--- config.mk ---
export PLATFORM = sky130hd
export DESIGN_NAME = rv32i_core
export DESIGN_NICKNAME = d
export VERILOG_FILES = /design/src/logic/rv32i_pkg.sv /design/src/logic/alu.sv /design/src/logic/control_unit.sv /design/src/logic/data_align.sv /design/src/logic/fetch_stage.sv /design/src/logic/rv32i_core.sv /design/src/logic/rv32i_reg_file.sv
export SDC_FILE = /design/constraint.sdc
export NUM_CORES = 2
export LEC_CHECK = 0
export BUFFER_PORTS_ARGS = -buffer_cell sky130_fd_sc_hd__buf_2
export CAP_MARGIN = 20
export CELL_PAD_IN_SITES_DETAIL_PLACEMENT = 0
export CELL_PAD_IN_SITES_GLOBAL_PLACEMENT = 1
export CORE_AREA = 2 2 439 441
export DETAILED_ROUTE_END_ITERATION = 7
export DIE_AREA = 0 0 441 443
export PLACE_DENSITY = 0.72
export SKIP_CTS_REPAIR_TIMING = 1
export SLEW_MARGIN = 30
export SYNTH_ARGS = -nofsm -noshare
export SYNTH_HDL_FRONTEND = slang
export SYNTH_SLANG_ARGS = --single-unit
--- constraint.sdc ---
create_clock -name CLK -period 11.28 [get_ports CLK]
set_clock_uncertainty 0.05 [all_clocks]
set_input_delay 0.564 -clock CLK [delete_from_list [all_inputs] [get_ports CLK]]
set_output_delay 0.564 -clock CLK [all_outputs]
set_load 0.01 [all_outputs]
--- src/logic/rv32i_pkg.sv ---
package rv32i_pkg;

  typedef logic [31:0] word_t;

  // Major opcodes
  typedef enum logic [6:0] {
    LUI    = 7'b0110111,
    AUIPC  = 7'b0010111,
    JAL    = 7'b1101111,
    JALR   = 7'b1100111,
    BRANCH = 7'b1100011,
    LOAD   = 7'b0000011,
    STORE  = 7'b0100011,
    IMMED  = 7'b0010011,
    REGREG = 7'b0110011
  } opcode_t;

  // Same funct3 positions for loads and stores
  typedef enum logic [2:0] {
    LB  = 3'b000,
    LH  = 3'b001,
    LW  = 3'b010,
    LBU = 3'b100,
    LHU = 3'b101
  } load_t;

  typedef enum logic [2:0] {
    BEQ  = 3'b000,
    BNE  = 3'b001,
    BLT  = 3'b100,
    BGE  = 3'b101,
    BLTU = 3'b110,
    BGEU = 3'b111
  } branch_t;

  // funct3 of REGREG and IMMED
  localparam logic [2:0] ADDSUB = 3'b000;
  localparam logic [2:0] SLL    = 3'b001;
  localparam logic [2:0] SLT    = 3'b010;
  localparam logic [2:0] SLTU   = 3'b011;
  localparam logic [2:0] XOR    = 3'b100;
  localparam logic [2:0] SR     = 3'b101;
  localparam logic [2:0] OR     = 3'b110;
  localparam logic [2:0] AND    = 3'b111;

  typedef enum logic [3:0] {
    ALU_ADD, ALU_SUB, ALU_AND, ALU_OR, ALU_XOR,
    ALU_SLL, ALU_SRL, ALU_SRA, ALU_SLT, ALU_SLTU
  } alu_op_t;

  // ALU port A sources
  localparam logic [1:0] ALU_A_RS1   = 2'd0;
  localparam logic [1:0] ALU_A_IMM_U = 2'd2;

  // ALU port B sources
  localparam logic [1:0] ALU_B_IMM_I = 2'd0;
  localparam logic [1:0] ALU_B_RS2   = 2'd1;
  localparam logic [1:0] ALU_B_IMM_S = 2'd2;
  localparam logic [1:0] ALU_B_PC    = 2'd3;

  // Write-back sources
  localparam logic [1:0] W_SEL_LOAD  = 2'd0;
  localparam logic [1:0] W_SEL_LINK  = 2'd1;
  localparam logic [1:0] W_SEL_IMM_U = 2'd2;
  localparam logic [1:0] W_SEL_ALU   = 2'd3;

  typedef struct packed {
    logic [6:0] funct7;
    logic [4:0] rs2;
    logic [4:0] rs1;
    logic [2:0] funct3;
    logic [4:0] rd;
    logic [6:0] opcode;
  } rtype_t;

  typedef struct packed {
    logic [11:0] imm11_00;
    logic [4:0]  rs1;
    logic [2:0]  funct3;
    logic [4:0]  rd;
    logic [6:0]  opcode;
  } itype_t;

  typedef struct packed {
    logic [6:0] imm11_05;
    logic [4:0] rs2;
    logic [4:0] rs1;
    logic [2:0] funct3;
    logic [4:0] imm04_00;
    logic [6:0] opcode;
  } stype_t;

  typedef struct packed {
    logic       imm12;
    logic [5:0] imm10_05;
    logic [4:0] rs2;
    logic [4:0] rs1;
    logic [2:0] funct3;
    logic [3:0] imm04_01;
    logic       imm11;
    logic [6:0] opcode;
  } sbtype_t;

  typedef struct packed {
    logic [19:0] imm31_12;
    logic [4:0]  rd;
    logic [6:0]  opcode;
  } utype_t;

  typedef struct packed {
    logic       imm20;
    logic [9:0] imm10_01;
    logic       imm11;
    logic [7:0] imm19_12;
    logic [4:0] rd;
    logic [6:0] opcode;
  } ujtype_t;

  // All format views of one fetched word
  typedef union packed {
    rtype_t  rtype;
    itype_t  itype;
    stype_t  stype;
    sbtype_t sbtype;
    utype_t  utype;
    ujtype_t ujtype;
  } instr_t;

endpackage

--- src/logic/alu.sv ---
`timescale 1ns/1ps

module alu import rv32i_pkg::*; (
  input  word_t   a_i,
  input  word_t   b_i,
  input  alu_op_t op_i,
  output word_t   result_o
);

  logic [4:0] shamt;
  logic       lt_signed;
  logic       lt_unsigned;

  assign shamt       = b_i[4:0];
  assign lt_signed   = $signed(a_i) < $signed(b_i);
  assign lt_unsigned = a_i < b_i;

  always_comb begin
    case (op_i)
      ALU_ADD:  result_o = a_i + b_i;
      ALU_SUB:  result_o = a_i - b_i;
      ALU_AND:  result_o = a_i & b_i;
      ALU_OR:   result_o = a_i | b_i;
      ALU_XOR:  result_o = a_i ^ b_i;
      ALU_SLL:  result_o = a_i << shamt;
      ALU_SRL:  result_o = a_i >> shamt;
      ALU_SRA:  result_o = word_t'($signed(a_i) >>> shamt);
      // Compares give 0 or 1
      ALU_SLT:  result_o = {31'b0, lt_signed};
      ALU_SLTU: result_o = {31'b0, lt_unsigned};
      default:  result_o = '0;
    endcase
  end

endmodule

--- src/logic/control_unit.sv ---
`timescale 1ns/1ps

module control_unit import rv32i_pkg::*; (
  input  word_t         instr_i,
  input  logic [1:0]    byte_offset_i,
  output logic [4:0]    rs1_o,
  output logic [4:0]    rs2_o,
  output logic [4:0]    rd_o,
  output logic          reg_wen_o,
  output word_t         imm_i_o,
  output word_t         imm_s_o,
  output word_t         imm_sb_o,
  output word_t         imm_u_o,
  output word_t         imm_uj_o,
  output logic          shamt_sel_o,
  output logic [1:0]    alu_a_sel_o,
  output logic [1:0]    alu_b_sel_o,
  output logic [1:0]    w_sel_o,
  output alu_op_t       alu_op_o,
  output logic          branch_o,
  output logic          jump_o,
  output logic          j_sel_o,
  output branch_t       branch_type_o,
  output load_t         load_type_o,
  output logic [3:0]    byte_en_o,
  output logic          dren_o,
  output logic          dwen_o
);

  instr_t  instr;
  opcode_t opcode;
  logic    alt;

  assign instr  = instr_i;
  assign opcode = opcode_t'(instr.rtype.opcode);
  // Instruction bit 30 selects SUB and SRA
  assign alt    = instr.rtype.funct7[5];

  assign rs1_o = instr.rtype.rs1;
  assign rs2_o = instr.rtype.rs2;
  assign rd_o  = instr.rtype.rd;

  // Sign-extended immediates
  assign imm_i_o  = {{20{instr.itype.imm11_00[11]}}, instr.itype.imm11_00};
  assign imm_s_o  = {{20{instr.stype.imm11_05[6]}}, instr.stype.imm11_05,
                     instr.stype.imm04_00};
  assign imm_sb_o = {{19{instr.sbtype.imm12}}, instr.sbtype.imm12, instr.sbtype.imm11,
                     instr.sbtype.imm10_05, instr.sbtype.imm04_01, 1'b0};
  assign imm_u_o  = {instr.utype.imm31_12, 12'b0};
  assign imm_uj_o = {{11{instr.ujtype.imm20}}, instr.ujtype.imm20, instr.ujtype.imm19_12,
                     instr.ujtype.imm11, instr.ujtype.imm10_01, 1'b0};

  assign shamt_sel_o = (opcode == IMMED) &&
                       (instr.itype.funct3 == SLL || instr.itype.funct3 == SR);

  assign load_type_o   = load_t'(instr.itype.funct3);
  assign branch_type_o = branch_t'(instr.sbtype.funct3);

  // Lanes from access size and address offset
  always_comb begin
    case (load_type_o)
      LB, LBU: byte_en_o = 4'b0001 << byte_offset_i;
      LH, LHU: begin
        case (byte_offset_i)
          2'b00:   byte_en_o = 4'b0011;
          2'b10:   byte_en_o = 4'b1100;
          default: byte_en_o = 4'b0000;
        endcase
      end
      LW:      byte_en_o = 4'b1111;
      default: byte_en_o = 4'b0000;
    endcase
  end

  assign dwen_o = (opcode == STORE);
  assign dren_o = (opcode == LOAD);

  assign branch_o = (opcode == BRANCH);
  assign jump_o   = (opcode == JAL) || (opcode == JALR);
  assign j_sel_o  = (opcode == JAL);

  always_comb begin
    case (opcode)
      AUIPC:   alu_a_sel_o = ALU_A_IMM_U;
      default: alu_a_sel_o = ALU_A_RS1;
    endcase
  end

  always_comb begin
    case (opcode)
      REGREG:  alu_b_sel_o = ALU_B_RS2;
      STORE:   alu_b_sel_o = ALU_B_IMM_S;
      AUIPC:   alu_b_sel_o = ALU_B_PC;
      default: alu_b_sel_o = ALU_B_IMM_I;
    endcase
  end

  always_comb begin
    case (opcode)
      JAL, JALR: w_sel_o = W_SEL_LINK;
      LUI:       w_sel_o = W_SEL_IMM_U;
      IMMED, AUIPC, REGREG: w_sel_o = W_SEL_ALU;
      default:   w_sel_o = W_SEL_LOAD;
    endcase
  end

  // FENCE and SYSTEM fall to the default and write nothing
  always_comb begin
    case (opcode)
      IMMED, LUI, AUIPC, REGREG, JAL, JALR, LOAD: reg_wen_o = 1'b1;
      default:                                   reg_wen_o = 1'b0;
    endcase
  end

  // Loads, stores, AUIPC and JALR all add
  always_comb begin
    alu_op_o = ALU_ADD;
    if (opcode == REGREG || opcode == IMMED) begin
      case (instr.rtype.funct3)
        ADDSUB:  alu_op_o = (opcode == REGREG && alt) ? ALU_SUB : ALU_ADD;
        SLL:     alu_op_o = ALU_SLL;
        SLT:     alu_op_o = ALU_SLT;
        SLTU:    alu_op_o = ALU_SLTU;
        XOR:     alu_op_o = ALU_XOR;
        SR:      alu_op_o = alt ? ALU_SRA : ALU_SRL;
        OR:      alu_op_o = ALU_OR;
        AND:     alu_op_o = ALU_AND;
        default: alu_op_o = ALU_ADD;
      endcase
    end
  end

endmodule

--- src/logic/data_align.sv ---
`timescale 1ns/1ps

module data_align import rv32i_pkg::*; (
  input  logic [3:0] byte_en_i,
  input  load_t      load_type_i,
  input  word_t      store_data_i,
  input  word_t      load_word_i,
  output word_t      store_word_o,
  output word_t      load_data_o
);

  word_t lanes;

  // Replicate so every enabled lane sees the data
  always_comb begin
    case (load_type_i)
      LB, LBU: store_word_o = {4{store_data_i[7:0]}};
      LH, LHU: store_word_o = {2{store_data_i[15:0]}};
      default: store_word_o = store_data_i;
    endcase
  end

  // Move enabled lanes down to bit 0
  always_comb begin
    case (byte_en_i)
      4'b0010: lanes = load_word_i >> 8;
      4'b0100: lanes = load_word_i >> 16;
      4'b1000: lanes = load_word_i >> 24;
      4'b1100: lanes = load_word_i >> 16;
      default: lanes = load_word_i;
    endcase
  end

  always_comb begin
    case (load_type_i)
      LB:      load_data_o = {{24{lanes[7]}}, lanes[7:0]};
      LBU:     load_data_o = {24'b0, lanes[7:0]};
      LH:      load_data_o = {{16{lanes[15]}}, lanes[15:0]};
      LHU:     load_data_o = {16'b0, lanes[15:0]};
      default: load_data_o = lanes;
    endcase
  end

endmodule

--- src/logic/fetch_stage.sv ---
`timescale 1ns/1ps

module fetch_stage import rv32i_pkg::*; #(
  parameter word_t RESET_PC = '0
) (
  input  logic    CLK,
  input  logic    rst_n_i,
  input  logic    branch_i,
  input  logic    jump_i,
  input  logic    j_sel_i,
  input  branch_t branch_type_i,
  input  word_t   rs1_data_i,
  input  word_t   rs2_data_i,
  input  word_t   imm_sb_i,
  input  word_t   imm_uj_i,
  input  word_t   jalr_target_i,
  output word_t   pc_o,
  output word_t   pc_plus4_o,
  output logic    run_o
);

  word_t pc;
  word_t next_pc;
  logic  run;
  logic  taken;

  assign pc_plus4_o = pc + 32'd4;

  always_comb begin
    case (branch_type_i)
      BEQ:     taken = rs1_data_i == rs2_data_i;
      BNE:     taken = rs1_data_i != rs2_data_i;
      BLT:     taken = $signed(rs1_data_i) < $signed(rs2_data_i);
      BGE:     taken = $signed(rs1_data_i) >= $signed(rs2_data_i);
      BLTU:    taken = rs1_data_i < rs2_data_i;
      BGEU:    taken = rs1_data_i >= rs2_data_i;
      default: taken = 1'b0;
    endcase
  end

  always_comb begin
    if (jump_i && j_sel_i) begin
      next_pc = pc + imm_uj_i;
    end else if (jump_i) begin
      // JALR clears the low bit
      next_pc = {jalr_target_i[31:1], 1'b0};
    end else if (branch_i && taken) begin
      next_pc = pc + imm_sb_i;
    end else begin
      next_pc = pc_plus4_o;
    end
  end

  // Run goes high one edge after reset release, PC holds until then
  always_ff @(posedge CLK, negedge rst_n_i) begin
    if (!rst_n_i) begin
      pc  <= RESET_PC;
      run <= 1'b0;
    end else begin
      run <= 1'b1;
      if (run) begin
        pc <= next_pc;
      end
    end
  end

  assign pc_o  = pc;
  assign run_o = run;

endmodule

--- src/logic/rv32i_core.sv ---
`timescale 1ns/1ps

module rv32i_core import rv32i_pkg::*; #(
  parameter word_t RESET_PC = '0
) (
  input  logic       CLK,
  input  logic       rst_n_i,
  output word_t      imem_addr_o,
  input  word_t      imem_rdata_i,
  output word_t      dmem_addr_o,
  output word_t      dmem_wdata_o,
  output logic [3:0] dmem_byte_en_o,
  output logic       dmem_ren_o,
  output logic       dmem_wen_o,
  input  word_t      dmem_rdata_i
);

  word_t      pc, pc_plus4;
  logic       run;
  logic [4:0] rs1, rs2, rd;
  logic       cu_reg_wen, reg_wen;
  word_t      imm_i, imm_s, imm_sb, imm_u, imm_uj;
  logic       shamt_sel;
  logic [1:0] alu_a_sel, alu_b_sel, w_sel;
  alu_op_t    alu_op;
  logic       branch, jump, j_sel;
  branch_t    branch_type;
  load_t      load_type;
  logic [3:0] byte_en;
  logic       dren, dwen;
  word_t      rs1_data, rs2_data;
  word_t      alu_a, alu_b, alu_result;
  word_t      load_data, wdata;

  control_unit u_control (
    .instr_i(imem_rdata_i), .byte_offset_i(alu_result[1:0]),
    .rs1_o(rs1), .rs2_o(rs2), .rd_o(rd), .reg_wen_o(cu_reg_wen),
    .imm_i_o(imm_i), .imm_s_o(imm_s), .imm_sb_o(imm_sb), .imm_u_o(imm_u),
    .imm_uj_o(imm_uj), .shamt_sel_o(shamt_sel),
    .alu_a_sel_o(alu_a_sel), .alu_b_sel_o(alu_b_sel), .w_sel_o(w_sel),
    .alu_op_o(alu_op), .branch_o(branch), .jump_o(jump), .j_sel_o(j_sel),
    .branch_type_o(branch_type), .load_type_o(load_type), .byte_en_o(byte_en),
    .dren_o(dren), .dwen_o(dwen)
  );

  // Nothing writes state until the first cycle after reset
  assign reg_wen    = cu_reg_wen & run;
  assign dmem_ren_o = dren & run;
  assign dmem_wen_o = dwen & run;

  rv32i_reg_file u_regs (
    .CLK(CLK), .rst_n_i(rst_n_i), .wen_i(reg_wen), .rd_i(rd),
    .rs1_i(rs1), .rs2_i(rs2), .wdata_i(wdata),
    .rs1_data_o(rs1_data), .rs2_data_o(rs2_data)
  );

  always_comb begin
    case (alu_a_sel)
      ALU_A_IMM_U: alu_a = imm_u;
      default:     alu_a = rs1_data;
    endcase
  end

  // Shift immediates use only the shamt field
  always_comb begin
    case (alu_b_sel)
      ALU_B_RS2:   alu_b = rs2_data;
      ALU_B_IMM_S: alu_b = imm_s;
      ALU_B_PC:    alu_b = pc;
      default:     alu_b = shamt_sel ? {27'b0, rs2} : imm_i;
    endcase
  end

  alu u_alu (.a_i(alu_a), .b_i(alu_b), .op_i(alu_op), .result_o(alu_result));

  fetch_stage #(.RESET_PC(RESET_PC)) u_fetch (
    .CLK(CLK), .rst_n_i(rst_n_i), .branch_i(branch), .jump_i(jump), .j_sel_i(j_sel),
    .branch_type_i(branch_type), .rs1_data_i(rs1_data), .rs2_data_i(rs2_data),
    .imm_sb_i(imm_sb), .imm_uj_i(imm_uj), .jalr_target_i(alu_result),
    .pc_o(pc), .pc_plus4_o(pc_plus4), .run_o(run)
  );

  data_align u_align (
    .byte_en_i(byte_en), .load_type_i(load_type), .store_data_i(rs2_data),
    .load_word_i(dmem_rdata_i), .store_word_o(dmem_wdata_o), .load_data_o(load_data)
  );

  always_comb begin
    case (w_sel)
      W_SEL_LOAD:  wdata = load_data;
      W_SEL_LINK:  wdata = pc_plus4;
      W_SEL_IMM_U: wdata = imm_u;
      default:     wdata = alu_result;
    endcase
  end

  assign imem_addr_o    = pc;
  assign dmem_addr_o    = alu_result;
  assign dmem_byte_en_o = byte_en;

endmodule

--- src/logic/rv32i_reg_file.sv ---
`timescale 1ns/1ps

module rv32i_reg_file import rv32i_pkg::*; (
  input  logic       CLK,
  input  logic       rst_n_i,
  input  logic       wen_i,
  input  logic [4:0] rd_i,
  input  logic [4:0] rs1_i,
  input  logic [4:0] rs2_i,
  input  word_t      wdata_i,
  output word_t      rs1_data_o,
  output word_t      rs2_data_o
);

  word_t regs [32];

  always_ff @(posedge CLK, negedge rst_n_i) begin
    if (!rst_n_i) begin
      for (int i = 0; i < 32; i++) begin
        regs[i] <= '0;
      end
    end else if (wen_i && rd_i != 5'd0) begin
      regs[rd_i] <= wdata_i;
    end
  end

  // x0 is never written so it reads zero
  assign rs1_data_o = regs[rs1_i];
  assign rs2_data_o = regs[rs2_i];

endmodule

-- Word level (Yosys, flattened, before mapping)
Cells that the tools add are included.
- logic and storage cells: 151
- bits in registers: 1057
- bits in writable memories: 0
- bits in read-only memories: 0
- input port bits: 66
- memories kept: 0
- bits in latches: 0
- output and inout port bits: 102
- shift operators: 4
- $mul: 0
- div/mod/pow operators: 0
- bitwise operators: 9
- $add $sub $neg: 5
- $lt $le $gt $ge: 10
- muxes and demuxes: 31
- equality and inequality tests: 38
- reduce and logical (&&, ||, !) cells: 20
- operator list (kind ; number):
    $bwmux 1024 ; 1
    $bmux 32 s5 ; 2
    $mux 32 ; 10
    $pmux 32 s10 ; 1
    $pmux 32 s3 ; 3
    $demux 32 s5 ; 1
    $lt 32x32->1 ; 4
    $pmux 32 s4 ; 1
    $add 32x32->32 ; 3
    $ge 32x32->1 ; 2
    $pmux 32 s2 ; 1
    $add 32x3->32 const B ; 1
    $and 32x32->32 ; 1
    $eq 32x32->1 ; 1
    $ne 32x32->1 ; 1
    $or 32x32->32 ; 1
    $pmux 4 s8 ; 1
    $shl 32x5->32 ; 1
    $shr 32x5->32 ; 1
    $sshr 32x5->32 ; 1
    $sub 32x32->32 ; 1
    $xor 32x32->32 ; 1
    $eq 7x6->1 const B ; 3
    $eq 7x7->1 const B ; 3
    32 further kinds ; 71

-- Longest topological paths before layout
- depth after elaboration: 16
- mapped depth: 33
- gate-level depth less buffers: 23

-- Hierarchy
Synthesis repeated with hierarchy kept, for this count alone.
- cell total of the unflattened synthesis: 7296
- area, all modules: 76098.0 µm²
- by module, submodules not included (module ; sequential area each (µm²) ; times used ; cells each ; area each (µm²)):
    rv32i_reg_file ; 25624.6 ; 1 ; 4601 ; 55942.4
    alu ; 0.0 ; 1 ; 1247 ; 8513.2
    fetch_stage ; 825.8 ; 1 ; 894 ; 6591.3
    rv32i_core ; 0.0 ; 1 ; 153 ; 2165.8
    control_unit ; 0.0 ; 1 ; 238 ; 1699.1
    data_align ; 0.0 ; 1 ; 163 ; 1186.1

-- Worst setup path before layout
Ideal clock, no wire load.
- kind: in2reg
- start point: input imem_rdata_i[20]
- end point: register u_regs.regs[191] (netlist bit)
- path buffers: 7
- data required time: 11.096 ns
- library setup time: 0.134 ns
- setup slack: 3.730 ns
- arrival time: 7.367 ns
- stages: 28
- path through: buf_6 -> buf_4 -> clkbuf_1 -> clkbuf_1 -> buf_1 -> mux4_2 -> mux4_2 -> mux2i_1 -> o21ai_0 -> and2_1 -> ha_1 -> clkbuf_1 -> inv_1 -> o21ai_0 -> a21oi_1 -> a311oi_1 -> a211oi_1 -> o31a_1 -> a41oi_1 -> nor3_1 -> o31ai_1 -> a2111oi_0 -> a211oi_1 -> o221ai_1 -> nor2_1 -> a2bb2oi_1 -> clkbuf_1 -> o21ai_0
- elaborated cells on any way between the ends: 32
- those cells by class: 2 x add/sub; 2 x order compare; 5 x eq/ne; 4 x shift; 13 x mux; 4 x bitwise; 2 x reduce/logical
- RTL lines (item ; RTL line ; RTL):
    start, declared ; rv32i_core.sv:9 ; input word_t imem_rdata_i,
    $not 5->6 (not written as such) ; rv32i_reg_file.sv:29 ; assign rs2_data_o = regs[rs2_i];
    $bmux 32 s5 ; rv32i_reg_file.sv:29 ;
    $mux 32 (not written as such) (2 in series) ; rv32i_reg_file.sv:29 ;
    $pmux 32 s3 ; rv32i_core.sv:66 ; case (alu_b_sel)
    $sub 32x32->32 (tied with other cells) ; alu.sv:21 ; ALU_SUB: result_o = a_i - b_i;
    $pmux 32 s10 (*) ; alu.sv:19 ; case (op_i)
    net dmem_addr_o[31] ; rv32i_core.sv:10 ; output word_t dmem_addr_o,
    $pmux 32 s3 (*) ; rv32i_core.sv:89 ; case (w_sel)
    $bwmux 1024 (*) ; rv32i_reg_file.sv:23 ; regs[rd_i] <= wdata_i;
    end signal, assigned by index ; rv32i_reg_file.sv:23 ;
    end, declared ; rv32i_reg_file.sv:15 ; word_t regs [32];
Mark *: on every way through the listed nets, which the timed path passes. The rest lies on a longest branch. The select of a mux whose other input is x is not followed.
A chain may end at the register's enable or synchronous reset.

-- Worst setup path in the final report
- start point: input imem_rdata_i[3]
- end point: output dmem_addr_o[31]
- word-level cells in the longest chain between the ends: 7
- elaborated cells on any way between the ends: 38
- those cells by class: 2 x add/sub; 17 x eq/ne; 3 x shift; 9 x mux; 3 x bitwise; 4 x reduce/logical
- ends and longest elaborated chain (item ; RTL line):
    parallel branches: the longest is 6 deep, another holds $sub 32x32->32 ; n/a
    $pmux 32 s10 (*) ; alu.sv:19
    end, declared ; rv32i_core.sv:10
Mark *: on every way between the ends.

==> run metrics <==
wire per inst=between 30 and 40 µm; most common cell after layout, fill and taps aside=nand2_1; routed vias/inst=6.24; WS Path Type=primary input to primary output; largest net degree at the start of global routing=182; maxcap violations=0; WHS Endpoint=u_regs.regs[1000]$_DFFE_PN0P_; Post-Syn Area=70100 µm²; number of port buffers=166; Mapped Cells=around 7.4k; final-layout fill cell count=18.7k; Fin. Hold Viols=0; Worst Tran Pin Value=1190 ps; register area share after synthesis=37.7%; Die X=441 µm; RR Endpoint=u_regs.regs[210]$_DFFE_PN0P_; grt met1 use=39.0%; R2R Setup Slk=3350 ps; final antenna-violating net count=0; Largest stage delay, worst path=690 ps; global-route wire length before repair=426000 µm; reg2reg path depth=25; arrival time at the worst endpoint=~8300 ps; Clock Path Buffers=3; CTS Root Cell=clkbuf_16; Net Sw Frac=34.9%; busiest grt layer=met2; Die Area=195000 µm²; Slew HR=20.9%; P&R area growth vs syn=10.4%; Reg power frac=37.7%; final non-filler cell total=9862; status=finished clean; clock sinks=around 1.1k; Finish-stage setup viols=0; worst min path class=flop to flop; final worst-path cycle share=78.9%; fin. max-slew vios=0; CTS buffer count=113; flops & latches, synth=1056; Rows=161; # DRC=0; clk_lat worst skew=760 ps; CP max FO=38; family with the most delay on the worst path=compound AO/OA/AOI/OAI gates; worst setup margin=2380 ps; P_sw=3.85 mW; vias in the first global route=59.2k; hold path depth=0; Die Y=443 µm; Starting Density=36.7%; # placed instances=9647; core area=191000 µm²; Worst EP required=10670 ps; Async SR Flop Fraction=between 90% and 100%; hold_sp=u_regs.regs[1000]$_DFFE_PN0P_; nets=7481; Slowest-stage cell, CP=a311oi_1; clock power share=35.5%; combinational share of power=between 20% and 30%; Most used DFF post-synth=dfrtp_1; total vias in the final route=61.5k; Cell variety after synth=107; pwr dens=143 nW/µm²; Worst setup EP type=primary output; Syn Nets=7651; RR Startpoint=u_regs.regs[896]$_DFFE_PN0P_; warnings from Yosys=0; Final HPWL DP=around 200000 µm; RePlAce Congestion=1.03; number of iterations in the first detailed-routing pass=8; layout cell share with drive strength beyond 1=16.7%; critical path buffer and inverter count=6; most frequent cells in the layout=1117 x nand2_1, 1055 x dfrtp_1, 686 x o21ai_0; leakage=between 30 and 40 nW; Pint=roughly 7.2 mW; number of synthesized flops with an enable pin=0; Final Util=40.5%; most common cell type on the critical path=buf_4; initial antenna violation count=8; syn avg cell area=9.46 µm²; Setup TNS=0 ps; met2 GRT Util=a little under half; I/O Pins=approximately 170; CTS tree=built; stages on the worst setup path=24; Max Clock Freq=0.112 GHz; clock slew at reported path FFs=60 ps; WL final=297000 µm; DP Worst Slack=between 2000 and 2500 ps; CTS HTree Levels=3; GRT met3 Usage=5.06%; Iter 0 DRT Violations=7085; Peak VDD IR=0.000126 V; Tot GR Track Use=29.6%; critical-path cell list=buf_2, nor4bb_1, buf_4, nand2_1, nor3b_4, buf_4, a222oi_1, buf_4, nand2_1, buf_4, ha_1, o21bai_1, a21oi_1, o21ai_0, a311oi_1, a211oi_1, o31a_1, a41oi_1, nor3_1, o31ai_1, a2111oi_0, a211oi_1, o221ai_1, buf_2; gr ovfl total=0; element type at the critical path start=primary input; RSZ-0062 raised after global routing=no; post-layout minimum cycle time=~9000 ps
[cells by family (layout without fill, tap and decap cells)]
logic type,count (synthesis),count (layout),share of synthesized area (%)
XOR/XNOR,84,84,1.05
AO/OA/AOI/OAI,2272,2272,19.7
adder cells (fa/ha/maj),177,177,3.20
multiplexers,979,979,20.8
AND/OR/NAND/NOR,2004,2004,12.1
buffers and inverters,834,753,5.34
other,2,11,0.0107
flip-flops,1056,1056,37.7
[flip-flops by register name (all words and copies together), names as in the netlist]
name,count
u_regs.regs,1024
u_fetch.run_o,1
u_fetch.pc_o,31
[how the worst max path moves through the flow]
stage | startpoint | endpoint | slack [ps]
after floorplan | imem_rdata_i[20] | u_regs.regs[191]$_DFFE_PN0P_ | 3730
after global placement | imem_rdata_i[20] | u_regs.regs[46]$_DFFE_PN0P_ | 1910
after detailed placement | imem_rdata_i[20] | u_regs.regs[268]$_DFFE_PN0P_ | 2350
after CTS | imem_rdata_i[20] | dmem_addr_o[22] | 2560
after global routing | imem_rdata_i[3] | dmem_addr_o[31] | 2100
final | imem_rdata_i[3] | dmem_addr_o[31] | 2380
[synthesized netlist by cell type (43+ instances only)]
cell type | number | area [µm²]
mux2i_1 | 539 | 5400
o211ai_1 | 51 | 383
nor3_1 | 59 | 295
a221oi_1 | 43 | 377
a31oi_1 | 53 | 332
buf_4 | 63 | 473
dfrtp_1 | 1056 | 26400
ha_1 | 173 | 2160
nor2_1 | 467 | 1750
inv_1 | 145 | 544
clkbuf_1 | 444 | 1670
buf_2 | 77 | 385
nand2_1 | 1146 | 4300
a21oi_1 | 496 | 2480
mux4_2 | 377 | 8490
mux2_2 | 60 | 676
a22oi_1 | 210 | 1580
buf_1 | 53 | 199
o21ai_1 | 313 | 1570
o21ai_0 | 687 | 3440
a21o_1 | 49 | 368
nand3_1 | 75 | 375
xnor2_1 | 52 | 455
[per-layer routing]
metal | vias up | share of wire [%]
li1 | 26756 | -
met1 | 30923 | 40
met2 | 3107 | 46
met3 | 720 | 8.2
met4 | 2 | 6.2
met5 | - | 0.0044
[power by group through the flow]
stage	registers (mW)	clock network (mW)	logic, mW
detailed placement	4.22	0	2.89
CTS	4.15	3.99	2.90
finish	4.16	3.93	2.97
global route	4.17	4.12	3.15
global placement	4.21	0	2.87
floorplan	4.12	0	1.82
[area by class of cell]
| class | instances | area (µm²) | area share, % |
|---|---|---|---|
| antenna | 9 | 22.5 | 0.0291 |
| clock buffer | 153 | 3220 | 4.16 |
| clock inverter | 51 | 634 | 0.820 |
| inverter | 160 | 603 | 0.779 |
| multi-input combinational | 5518 | 40500 | 52.4 |
| sequential | 1056 | 26400 | 34.2 |
| tap | 2526 | 3160 | 4.08 |
| timing repair buffer | 389 | 2770 | 3.58 |
[through the flow]
step	hold WS, ps	cell area (µm²)	power [mW]
final	347	77400	11.1
after global routing	356	77300	11.4
after CTS	-186	77200	11.0
after detailed placement	334	73400	7.11
after global placement	327	73200	7.08
after floorplan	218	70100	5.94
Power figures use the tool's default switching activity.
